### src/hw/mem_pkg.sv
// shared types and sizes for the memory access unit
// RAM region starts at address 0, anything at or above RAM_BYTES faults
package mem_pkg;

    localparam int ADDR_W = 32;
    localparam int DATA_W = 32;
    localparam int unsigned RAM_BYTES = 2048;
    localparam int RAM_AW = 9;                   // word index bits, RAM_BYTES/4 words

    localparam logic [1:0] RESP_OKAY   = 2'b00;
    localparam logic [1:0] RESP_SLVERR = 2'b10;

    // funct3 in the low bits, bit 3 marks a store
    typedef enum logic [3:0] {
        op_lb  = 4'b0000,
        op_lh  = 4'b0001,
        op_lw  = 4'b0010,
        op_lbu = 4'b0100,
        op_lhu = 4'b0101,
        op_sb  = 4'b1000,
        op_sh  = 4'b1001,
        op_sw  = 4'b1010
    } mem_op_e;

    typedef enum logic {
        src_data  = 1'b0,
        src_fetch = 1'b1
    } req_src_e;

    typedef enum logic [1:0] {
        st_idle = 2'b00,
        st_addr = 2'b01,
        st_resp = 2'b10
    } axi_state_e;

endpackage

### src/hw/axi_lite_master.sv
`timescale 1ns/10ps
// AXI4-Lite master, one transaction open at a time
// misaligned requests never reach the bus and come back as errors
module axi_lite_master (
    input  logic                       clk,
    input  logic                       nrst,
    input  logic                       req_valid,
    output logic                       req_ready,
    input  mem_pkg::req_src_e          req_src,
    input  logic                       req_write,
    input  mem_pkg::mem_op_e           req_op,
    input  logic [mem_pkg::ADDR_W-1:0] req_addr,
    input  logic [3:0]                 req_wstrb,
    input  logic [mem_pkg::DATA_W-1:0] req_wdata,
    input  logic                       req_misaligned,
    output logic                       rsp_valid,
    output mem_pkg::req_src_e          rsp_src,
    output mem_pkg::mem_op_e           rsp_op,
    output logic [1:0]                 rsp_addr_lo,
    output logic [mem_pkg::DATA_W-1:0] rsp_rdata,
    output logic                       rsp_err,
    output logic [mem_pkg::ADDR_W-1:0] awaddr,
    output logic                       awvalid,
    input  logic                       awready,
    output logic [mem_pkg::DATA_W-1:0] wdata,
    output logic [3:0]                 wstrb,
    output logic                       wvalid,
    input  logic                       wready,
    input  logic [1:0]                 bresp,
    input  logic                       bvalid,
    output logic                       bready,
    output logic [mem_pkg::ADDR_W-1:0] araddr,
    output logic                       arvalid,
    input  logic                       arready,
    input  logic [mem_pkg::DATA_W-1:0] rdata,
    input  logic [1:0]                 rresp,
    input  logic                       rvalid,
    output logic                       rready
);
    import mem_pkg::*;

    axi_state_e        state;
    logic [ADDR_W-1:0] addr_q;
    logic              write_q;
    logic              addr_busy;
    logic              b_take;
    logic              r_take;

    assign req_ready = (state == st_idle);
    assign awaddr    = addr_q;
    assign araddr    = addr_q;
    assign bready    = (state == st_resp) && write_q;
    assign rready    = (state == st_resp) && !write_q;
    assign b_take    = bvalid && bready;
    assign r_take    = rvalid && rready;
    // some address or data beat still waiting for its ready
    assign addr_busy = (awvalid && !awready) || (wvalid && !wready) || (arvalid && !arready);

    always_ff @(posedge clk or negedge nrst) begin
        if (!nrst) begin
            state     <= st_idle;
            awvalid   <= 1'b0;
            wvalid    <= 1'b0;
            arvalid   <= 1'b0;
            rsp_valid <= 1'b0;
        end else begin
            rsp_valid <= 1'b0;
            case (state)
                st_idle: begin
                    if (req_valid && req_misaligned) begin
                        rsp_valid <= 1'b1;             // fault without bus traffic
                    end else if (req_valid) begin
                        state   <= st_addr;
                        awvalid <= req_write;
                        wvalid  <= req_write;
                        arvalid <= !req_write;
                    end
                end
                st_addr: begin
                    if (awready) awvalid <= 1'b0;
                    if (wready)  wvalid  <= 1'b0;
                    if (arready) arvalid <= 1'b0;
                    if (!addr_busy) begin
                        state <= st_resp;
                    end
                end
                st_resp: begin
                    if (b_take || r_take) begin
                        rsp_valid <= 1'b1;
                        state     <= st_idle;
                    end
                end
                default: state <= st_idle;
            endcase
        end
    end

    always_ff @(posedge clk) begin
        if (req_valid && req_ready) begin
            addr_q      <= {req_addr[ADDR_W-1:2], 2'b00};  // word aligned on the bus
            write_q     <= req_write;
            wdata       <= req_wdata;
            wstrb       <= req_wstrb;
            rsp_src     <= req_src;
            rsp_op      <= req_op;
            rsp_addr_lo <= req_addr[1:0];
            rsp_rdata   <= '0;
            rsp_err     <= req_misaligned;
        end else if (b_take) begin
            rsp_err <= (bresp != RESP_OKAY);
        end else if (r_take) begin
            rsp_rdata <= rdata;
            rsp_err   <= (rresp != RESP_OKAY);
        end
    end

    assert property (@(posedge clk) disable iff (!nrst) awvalid && !awready |=> awvalid);
    assert property (@(posedge clk) disable iff (!nrst) wvalid && !wready |=> wvalid);
    assert property (@(posedge clk) disable iff (!nrst) arvalid && !arready |=> arvalid);

    // slave answers only the one transaction we opened
    assert property (@(posedge clk) disable iff (!nrst)
        (bvalid || rvalid) |-> state == st_resp && !(awvalid || wvalid || arvalid))
        else $error("response outside an open transaction");

endmodule

### config.mk
export PLATFORM = sky130hd
export DESIGN_NAME = axi_lite_master
export DESIGN_NICKNAME = d
export VERILOG_FILES = /design/src/hw/mem_pkg.sv /design/src/hw/axi_lite_master.sv
export SDC_FILE = /design/constraint.sdc
export NUM_CORES = 1
export LEC_CHECK = 0
export ABC_AREA = 1
export BUFFER_PORTS_ARGS = -buffer_cell sky130_fd_sc_hd__clkbuf_2
export CORE_AREA = 2 2 103 105
export DETAILED_ROUTE_END_ITERATION = 6
export DIE_AREA = 0 0 105 107
export GPL_ROUTABILITY_DRIVEN = 0
export MAX_ROUTING_LAYER = met4
export PLACE_DENSITY_LB_ADDON = 0.08
export REMOVE_ABC_BUFFERS = 1
export SLEW_MARGIN = 20
export SYNTH_ARGS = -nofsm -noshare
export SYNTH_HDL_FRONTEND = slang
export SYNTH_SLANG_ARGS = --single-unit
### constraint.sdc
create_clock -name clk -period 8.1 [get_ports clk]
set_input_delay 0.81 -clock clk [delete_from_list [all_inputs] [get_ports clk]]
set_output_delay 0.81 -clock clk [all_outputs]
set_load 0.01 [all_outputs]
Word level (Yosys, flattened, before mapping)
Cells that the tools add are included.
{ "word_totals": {"ff_bits": 113, "inputBits": 119, "output_inout_bits": 147} }
{ "classes": {"n_reduce_logical": 27, "bitwise": 1, "eq_ne": 9, "mux": 21} }
{ "op_table": {"columns": ["op", "count"], "rows": [
  ["4-bit AND reduction", 4],
  ["1-bit two-way mux", 12],
  ["2-bit inequality test, second input constant", 6],
  ["1-bit logical AND", 9],
  ["2-bit two-way mux", 4],
  ["1-bit case mux with 2 select lines", 4],
  ["2-bit case mux with 3 select lines", 1],
  ["2-bit nonzero test", 3],
  ["1-bit zero test", 5],
  ["1-bit logical OR", 3],
  ["3-bit nonzero test", 1],
  ["2-bit by 1-bit equality test with 1-bit output, second input constant", 1],
  ["2-bit equality test, second input constant", 1],
  ["2-bit zero test", 1],
  ["2-bit by 1-bit inequality test with 1-bit output, second input constant", 1],
  ["2-bit AND reduction", 1],
  ["1-bit inverter", 1]
]} }

Depth between registers and ports, before layout
Gate-level depths: netlist of the first run.
{ "logic_depth": {"ltp_word": 6, "mapped_depth": 7, "depth_no_buf": 6} }

Least setup slack after synthesis of the first run
OpenSTA, ideal clock, no wires.
{ "synth_path": {"path_kind": "in2reg", "startpoint": "input port req_valid", "endpoint": "register rsp_err (enable)", "setup_time_ns": 0.296, "slack_ns": 4.438, "arrival_ns": 3.366, "required_ns": 7.804, "stages": 5, "cell_sequence": "inv_1 nor2_2 inv_2 buf_4 nand3_1"} }
{ "synth_between": {"elab_chain_cells": 2} }
{ "synth_lines": {"columns": ["element", "line", "text"], "rows": [
  ["start, declared", "axi_lite_master.sv:7", "input logic req_valid,"],
  ["1-bit logical AND", "axi_lite_master.sv:99", "if (req_valid && req_ready) begin"],
  ["3-bit nonzero test (no source line)", null, null],
  ["end signal, assigned", "axi_lite_master.sv:108", "rsp_err <= req_misaligned;"],
  ["end signal, assigned", "axi_lite_master.sv:110", "rsp_err <= (bresp != RESP_OKAY);"],
  ["end signal, assigned", "axi_lite_master.sv:113", "rsp_err <= (rresp != RESP_OKAY);"],
  ["end, declared", "axi_lite_master.sv:21", "output logic rsp_err,"]
]} }
No other way between the ends.
A chain may end at the register's enable or synchronous reset.

Worst setup path after layout of the first run
{ "layout_path": {"startpoint": "register state[0]", "endpoint": "output port rready"} }
{ "layout_between": {"elab_chain_cells": 2} }
{ "layout_lines": {"columns": ["element", "line", "text"], "rows": [
  ["start, declared", "axi_lite_master.sv:42", "axi_state_e state;"],
  ["start signal, assigned", "axi_lite_master.sv:61", "state <= st_idle;"],
  ["start signal, assigned", "axi_lite_master.sv:73", "state <= st_addr;"],
  ["start signal, assigned", "axi_lite_master.sv:84", "state <= st_resp;"],
  ["2-bit equality test", "axi_lite_master.sv:53", "assign rready = (state == st_resp) && !write_q;"],
  ["1-bit logical AND", "axi_lite_master.sv:53", null],
  ["end, declared", "axi_lite_master.sv:38", "output logic rready"]
]} }
No other way between the ends.

==> results of run 1 <==
## final cells by class
class	instances	area share (%)
timing repair buffer	262	22.0
inverter	43	2.70
clock buffer	19	7.06
clock inverter	13	2.01
multi-input combinational	170	12.4
sequential	113	51.0
tap	136	2.85
## state kept, by name (all words and copies together), names as in the netlist, 2 cells and up
register / flops
rsp_rdata: 32
state: 2
araddr: 30
rsp_op: 4
wstrb: 4
rsp_addr_lo: 2
wdata: 32
## worst reg2reg max path, stage by stage, from the launching register on
cell,delay (ns)
dfrtp_1,0.42
inv_2,0.11
nand2_1,0.09
nor2_4,0.08
buf_4,0.70
inv_2,0.55
nand3_1,0.22
nand2_1,0.06
## placed cells by master (no fill, tap or decap), drive strengths merged
master,netlist,layout
dfxtp,32,32
nor2,73,73
nand2,48,48
clkinv,0,8
o21ai,1,1
edfxtp,75,75
conb,1,4
clkbuf,1,280
clkinvlp,0,3
buf,46,1
o211ai,3,3
bufinv,0,2
dfrtp,6,6
nand4,2,2
nand3,39,39
inv,43,43
## routing by layer
layer / share of wire, % / track usage (%)
met1: 39 / 21.8
met2: 51 / 32.6
met3: 7.2 / 6.02
met4: 2.3 / 9.43
met5: 0 / -
## power groups by stage
stage | Combinational (mW) | Clock (mW) | Sequential [mW]
after floorplan | 0.181 | 0 | 0.950
after global placement | 0.513 | 0 | 0.863
after detailed placement | 0.514 | 0 | 0.869
after CTS | 0.515 | 0.692 | 0.859
after global routing | 0.560 | 0.715 | 0.876
final | 0.505 | 0.674 | 0.857
## synth_stat cells
| master | number |
|---|---|
| buf_1 | 2 |
| clkbuf_1 | 1 |
| nand3_1 | 38 |
| edfxtp_1 | 75 |
| inv_1 | 39 |
| buf_2 | 1 |
| o21ai_0 | 1 |
| dfrtp_1 | 6 |
| nand3_4 | 1 |
| nor2_1 | 69 |
| conb_1 | 1 |
| buf_4 | 37 |
| buf_6 | 6 |
| dfxtp_1 | 32 |
| o211ai_1 | 3 |
| nand4_1 | 2 |
| nand2_1 | 48 |
| nor2_2 | 2 |
| inv_2 | 4 |
| nor2_4 | 2 |
## per-stage QoR
step                instance area (um2)  instances  power, mW
global placement                   5430        724       1.38
detailed placement                 5430        724       1.38
finish                             5970        756       2.04
global route                       5970        756       2.15
floorplan                          3940        326       1.13
CTS                                5970        756       2.07
## logic make-up (layout without fill, tap and decap cells)
group | count (synthesis) | after routing | synth area share, %
and+or+nand+nor | 162 | 162 | 16.2
DFF | 113 | 113 | 70.9
buffers and inverters | 90 | 337 | 12.2
AOI/OAI and AO/OA | 4 | 4 | 0.641
other | 1 | 4 | 0.0874
## how the worst max path moves through the flow
stage | cells past startpoint | slack (ns) | endpoint
2_1_floorplan | 5 | 4.06 | rsp_err
6_report | 4 | 5.32 | rready
5_1_grt | 4 | 5.17 | rready
3_3_place_gp | 7 | 5.28 | rsp_err
3_5_place_dp | 7 | 5.27 | rsp_err
4_1_cts | 4 | 5.27 | rready
==> metrics.txt, run 1 <==
final wirelength 10600 um; Setup CP Type reg2out; Hold Slack 0.132 ns; combinational fraction of design power 24.8%; max cap viols 0; skew final 0.00472 ns; Post-CTS Setup Repair Bufs 0; Sequential Power Share 42.1%; Crit-path slowest cell nor2_4; fin nets 726; antenna cells 0; # rows 37; die width 105 um; Peak VDD IR 135 uV; critical path cell sequence inv_2, nand2_1, nor2_4, clkbuf_2; run status completed; # hold bufs at CTS 0; Core Area 10100 um2; reg-to-reg critical path startpoint state[1]; drt via density 4.36; Worst-path clk slew 0.05 ns; area of the multi-input gates 742 um2; Max Buffers Root-to-Sink 2; min Tclk post-route 2.78 ns; post-synth design cell area 4290 um2; CP top delay family simple AND/OR/NAND/NOR gates; Max FO, Critical Path 33; CTS tree built; proportion of layout cells with a drive suffix above 1 48.2%; Seq/Total Area, Yosys 70.9%; Seq. cell area 3040 um2; crit path DAT 1.97 ns; syn avg cell area 11.6 um2; mean routed wirelength per cell 14.0 um; fillcell total 903; first-pass GRT wire length 16000 um; CP Launch Point state[0]; largest cells by area after synthesis edfxtp_1, dfxtp_1, buf_4, nor2_1, nand3_1; Max Freq 360 MHz; period utilization 34.3%; Synth top area share 52.5%; root buffer cell clkbuf_8; power density cells 341 nW/um2; HP Class in2async; Slew Limit Fails 0; max incr delay on CP 0.58 ns; Reg2Reg Setup Slack 5.62 ns; GRT overflow 0; r2r endpoint rsp_err; relative slew slack 37.6%; Post-CTS Resized 0; die height 107 um; area grow syn2layout 39.2%; initial DRC count 101; Least-Margin Pin Slew 0.935 ns; Register-to-Register Path Depth 7; post-synth cell types 20; final antenna-violating net count 0; leakage 3.03 nW; die footprint 11200 um2; vias 3295; Clock Sinks 113; Fin Setup TNS 0 ns; Int Pwr 1.41 mW; Synth Register Bits 113; total track usage 19.7%; H-tree Lvls 4; largest net degree at the start of global routing 77; WP data required 7.29 ns; area leader, netlist edfxtp_1; boundary pin count 266; Final setup viols 0; Place WS 5.27 ns; # port buffers 261; RSZ-0062 raised after global routing no; switching share of power 30.8%; first-pass detailed-route iteration total 4; clock power share 33.1%; Sw Pwr 0.626 mW; later-pin clock latency in the skew report 0.51 ns; Synth Instances 370; DRC viols 0; Num CTS Buffers 17; initial core utilization 42.5%; vias in the first global route 3097; Detailed Place HPWL 7890 um; Crit. End Element output port; YS warnings 0; crit path buf inv count 2; Setup crit start kind flop; antenna violations before repair 0; Final Core Density 59.2%; Final Worst Setup Slack 5.32 ns; final hold violation count 0
Note: power is estimated with default switching activity, not from simulation.
==> run 2, diff against run 1 <==
--- a/config.mk
+++ b/config.mk
@@ -7,9 +7,8 @@
 export LEC_CHECK = 0
 export ABC_AREA = 1
 export BUFFER_PORTS_ARGS = -buffer_cell sky130_fd_sc_hd__clkbuf_2
-export CORE_AREA = 2 2 103 105
+export CORE_UTILIZATION = 39
 export DETAILED_ROUTE_END_ITERATION = 6
-export DIE_AREA = 0 0 105 107
 export GPL_ROUTABILITY_DRIVEN = 0
 export MAX_ROUTING_LAYER = met4
 export PLACE_DENSITY_LB_ADDON = 0.08
==> constraint.sdc (replaced) <==
create_clock -name clk -period 2.5 [get_ports clk]
set_input_delay 0.25 -clock clk [delete_from_list [all_inputs] [get_ports clk]]
set_output_delay 0.25 -clock clk [all_outputs]
set_load 0.01 [all_outputs]
==> metrics.txt, run 2 (synthesis results as in run 1) <==
power density cells 1010 nW/um2; most common cell after layout, fill and taps aside clkbuf_2; Crit. End Element output port; fin nets 804; first-pass detailed-route iteration total 4; # port buffers 261; critical path cell sequence inv_2, nand2_1, nor2_4, clkbuf_2; initial DRC count 132; root buffer cell clkbuf_8; first-pass GRT wire length 18000 um; later-pin clock latency in the skew report 0.51 ns; Clock Sinks 113; WP data required 2.25 ns; boundary pin count 266; antenna cells 0; leakage 3.37 nW; Detailed Place HPWL 8150 um; vias in the first global route 3594; Final Core Density 64.6%; period utilization 81.2%; fillcell total 835; die height 107 um; antenna violations before repair 0; Slew Limit Fails 0; Max Freq 493 MHz; Max Buffers Root-to-Sink 2; CTS tree built; # rows 37; drt via density 4.31; max incr delay on CP 0.43 ns; Post-CTS Resized 0; die width 107 um; final antenna-violating net count 0; relative slew slack 59.8%; Hold Slack 0.0471 ns; Final setup viols 0; skew final 0.00762 ns; proportion of layout cells with a drive suffix above 1 42.8%; Setup crit start kind flop; max cap viols 0; crit path DAT 1.78 ns; final wirelength 11800 um; GRT overflow 0; largest net degree at the start of global routing 76; HP Class in2reg; Setup CP Type reg2out; Core Area 10500 um2; Final Worst Setup Slack 0.471 ns; total power 6.85 mW; RSZ-0062 raised after global routing no; Seq. cell area 3040 um2; H-tree Lvls 4; Worst-path clk slew 0.06 ns; Num CTS Buffers 17; total track usage 21.9%; Least-Margin Pin Slew 0.603 ns; most frequent cells in the layout clkbuf_2, dlygate4sd3_1, edfxtp_1; area grow syn2layout 58.1%; vias 3593; area of the multi-input gates 742 um2; Peak VDD IR 513 uV; Crit-path slowest cell dfrtp_1; Post-CTS Setup Repair Bufs 0; mean routed wirelength per cell 14.1 um; run status completed; die footprint 11400 um2; min Tclk post-route 2.03 ns; DRC viols 0; Place WS 0.880 ns; initial core utilization 40.8%; final hold violation count 0; # hold bufs at CTS 76; Max FO, Critical Path 23
## run 2: cell types whose count changed in the layout (fill, tap and decap cells not counted)
cell           before  now
buf_12              0    1
buf_4               1    2
bufinv_16           2    3
clkbuf_1            2    3
clkinv_1            2    3
clkinv_2            6    3
clkinvlp_4          3    2
dlygate4sd3_1       0   76
inv_6               0    1
## run 2: worst paths after layout
check	to	startpoint	slack, ns	cells after the start
worst max-delay path	rready	state[0]	0.47	4
worst min-delay path	rsp_rdata[14]	rdata[14]	0.05	5
worst max register to register	rsp_rdata[12]	state[0]	0.87	7
worst min register to register	rsp_rdata[10]	rsp_rdata[10]	0.48	2
max in group asynchronous	rsp_valid	nrst	2.22	2
min in group asynchronous	wvalid	nrst	0.11	2
## run 2: area by class of cell
type                    instances  share of cell area [%]
inverters                      43                    2.38
flip-flops and latches        113                    44.9
multi-input cells             170                    10.9
clock inverters                12                    2.07
repair buffers                340                    31.0
clock buffers                  20                    6.27
well taps                     136                    2.51
## run 2: worst max-delay path: cells and delay by family, from the launching register on
| family | cells | cell delay, ns |
|---|---|---|
| AND/OR/NAND/NOR | 2 | 0.52 |
| flip-flops | 1 | 0.43 |
| buffers and inverters | 2 | 0.31 |
## run 2: stage by stage
stage                     area (um2)  std cells  setup TNS (ns)
after floorplan                 3940        326          -68.25
after global placement          5460        726               0
after detailed placement        5460        726               0
after CTS                       6780        834               0
after global routing            6780        834               0
final                           6780        834               0
## run 2: routing by layer
layer	global-route usage, %	vias to the layer above	wire length, um
met4	8.22	0	208
met5	-	-	0
met1	22.9	1643	4670
met2	39.0	145	6290
met3	6.14	16	630
li1	-	1789	-
## run 2: where the power goes
group	internal [mW]	switching, mW	total, mW
logic	0.714	1.06	1.77
registers	2.55	0.227	2.78
clock network	1.50	0.796	2.30
total	4.77	2.08	6.85
==> run 3, diff against run 2 <==
--- a/config.mk
+++ b/config.mk
@@ -5,9 +5,9 @@
 export SDC_FILE = /design/constraint.sdc
 export NUM_CORES = 1
 export LEC_CHECK = 0
-export ABC_AREA = 1
+export ABC_AREA = 0
 export BUFFER_PORTS_ARGS = -buffer_cell sky130_fd_sc_hd__clkbuf_2
-export CORE_UTILIZATION = 39
+export CORE_UTILIZATION = 38
 export DETAILED_ROUTE_END_ITERATION = 6
 export GPL_ROUTABILITY_DRIVEN = 0
 export MAX_ROUTING_LAYER = met4
==> constraint.sdc (replaced) <==
create_clock -name clk -period 1.8 [get_ports clk]
set_input_delay 0.18 -clock clk [delete_from_list [all_inputs] [get_ports clk]]
set_output_delay 0.18 -clock clk [all_outputs]
set_load 0.01 [all_outputs]
==> metrics.txt, run 3 <==
power density cells 1240 nW/um2; root buffer cell clkbuf_8; CP top delay family flip-flops; Crit. End Element output port; final hold violation count 0; Setup CP Type reg2out; H-tree Lvls 4; run status completed; largest net degree at the start of global routing 60; Core Area 10300 um2; area leader, netlist edfxtp_1; Post-synth EDFFs 75; die height 105 um; Fin Setup TNS 0 ns; largest cells by area after synthesis edfxtp_1, dfxtp_1, buf_4, nand2_1, a21oi_1; GRT overflow 0; vias 3451; critical path cell sequence nor2b_1, and2_1, clkbuf_2; Max Freq 599 MHz; HP Class in2async; DRC viols 0; # rows 37; Detailed Place HPWL 7290 um; crit path DAT 1.49 ns; syn avg cell area 13.8 um2; # port buffers 261; skew final 0.00820 ns; Crit-path slowest cell dfrtp_1; YS warnings 0; fin area 6790 um2; die width 105 um; total track usage 20.7%; Synth Instances 291; leakage 3.06 nW; Final setup viols 0; WP data required 1.62 ns; fin nets 761; Max FO, Critical Path 8; period utilization 92.7%; post-synth design cell area 4000 um2; initial core utilization 39.0%; most frequent cells in the layout clkbuf_2, dlygate4sd3_1, edfxtp_1; Synth Register Bits 113; mean routed wirelength per cell 13.6 um; Final Worst Setup Slack 0.131 ns; boundary pin count 266; post-synth cell types 28; count leader, synth edfxtp_1; Place WS 0.292 ns; Setup crit start kind flop; final antenna-violating net count 0; Slew Limit Fails 0; Clock Sinks 113; commonest cells in the synthesized netlist edfxtp_1, nand2_1, buf_4; Synth Flop Type edfxtp_1; max incr delay on CP 0.46 ns; min Tclk post-route 1.67 ns; proportion of layout cells with a drive suffix above 1 44.8%; initial DRC count 167; Hold Slack 0.0387 ns; fillcell total 840; Worst-path clk slew 0.05 ns; Num CTS Buffers 17; RSZ-0062 raised after global routing no; vias in the first global route 3304; Synth top area share 56.2%; later-pin clock latency in the skew report 0.50 ns; die footprint 11000 um2; Post-CTS Setup Repair Bufs 0; Area after DPL 5230 um2; antenna cells 0; drt via density 4.37; Peak VDD IR 883 uV; first-pass detailed-route iteration total 4; Seq/Total Area, Yosys 76.0%; crit path buf inv count 1; Max Buffers Root-to-Sink 2; FFs w/ async S/R, synth 5.31%; max cap viols 0; first-pass GRT wire length 16600 um; most common cell after layout, fill and taps aside clkbuf_2; CTS tree built; final wirelength 10800 um; antenna violations before repair 0; area grow syn2layout 69.5%; total power 8.44 mW
-- run 3: changes by cell type in the layout (fill, tap and decap cells not counted), moves of 4 or more --
cell	change
o21ai_0	+5
inv_1	-35
inv_2	-4
a21oi_1	+32
nand3_1	-37
dlygate4sd3_1	+32
nor2_1	-66
nand2_1	+22
-- run 3: per-layer routing --
metal | GRT usage (%) | share of wire, % | vias to the layer above
met5 | - | 0 | -
met4 | 6.94 | 0.90 | 0
met3 | 7.24 | 5.7 | 8
met2 | 34.7 | 54 | 141
met1 | 23.0 | 39 | 1627
li1 | - | - | 1675
-- run 3: report_power, final --
group / internal, mW / switching [mW] / total (mW)
logic: 0.884 / 1.17 / 2.06
registers: 3.45 / 0.258 / 3.71
clock network: 1.65 / 1.03 / 2.68
total: 5.98 / 2.46 / 8.44
-- run 3: final cells by class --
cell class | count | area, um2 | area share (%)
Clock buffer | 22 | 433 | 6.38
Sequential cell | 113 | 3040 | 44.8
Timing Repair Buffer | 374 | 2460 | 36.3
Inverter | 5 | 21.3 | 0.313
Tap cell | 136 | 170 | 2.51
Multi-Input combinational cell | 131 | 614 | 9.05
Clock inverter | 9 | 43.8 | 0.645
-- run 3: logic make-up (layout without fill, tap and decap cells) --
| kind of cell | after synthesis | count (layout) | share of synthesized area (%) |
|---|---|---|---|
| flip-flops | 113 | 113 | 76.0 |
| AO/OA/AOI/OAI | 43 | 43 | 5.78 |
| AND/OR/NAND/NOR | 83 | 83 | 8.91 |
| buffers and inverters | 50 | 410 | 8.94 |
| multiplexers | 1 | 1 | 0.281 |
| other | 1 | 4 | 0.0937 |
-- run 3: repair_timing --
action,4_1_cts,5_1_grt
hold buffers,108,0
hold endpoints to repair,117,0
endpoints found under the setup margin,0,0
gates resized for setup,0,0
-- run 3: worst paths after layout --
| path | depth (start not counted) | slack [ns] | to | startpoint |
|---|---|---|---|---|
| max | 3 | 0.13 | bready | state[1] |
| min | 2 | 0.04 | state[1] | nrst |
| max reg2reg | 4 | 0.28 | wdata[22] | state[0] |
| min reg2reg | 2 | 0.45 | rsp_rdata[16] | rsp_rdata[16] |
| max in group asynchronous | 2 | 1.61 | rsp_valid | nrst |
| min in group clk | 4 | 0.04 | wvalid | wready |
-- run 3: worst reg2reg max path: stages, from the launching register on --
cell and delay [ns]:
dfrtp_1 0.45, nor2_1 0.17, nand2_1 0.14, inv_4 0.11, buf_12 0.28
-- run 3: stage by stage --
step	cells	utilization (%)
floorplan	249	-
CTS	790	66.0
global route	790	66.0
global placement	651	50.9
detailed placement	651	50.9
finish	790	66.0
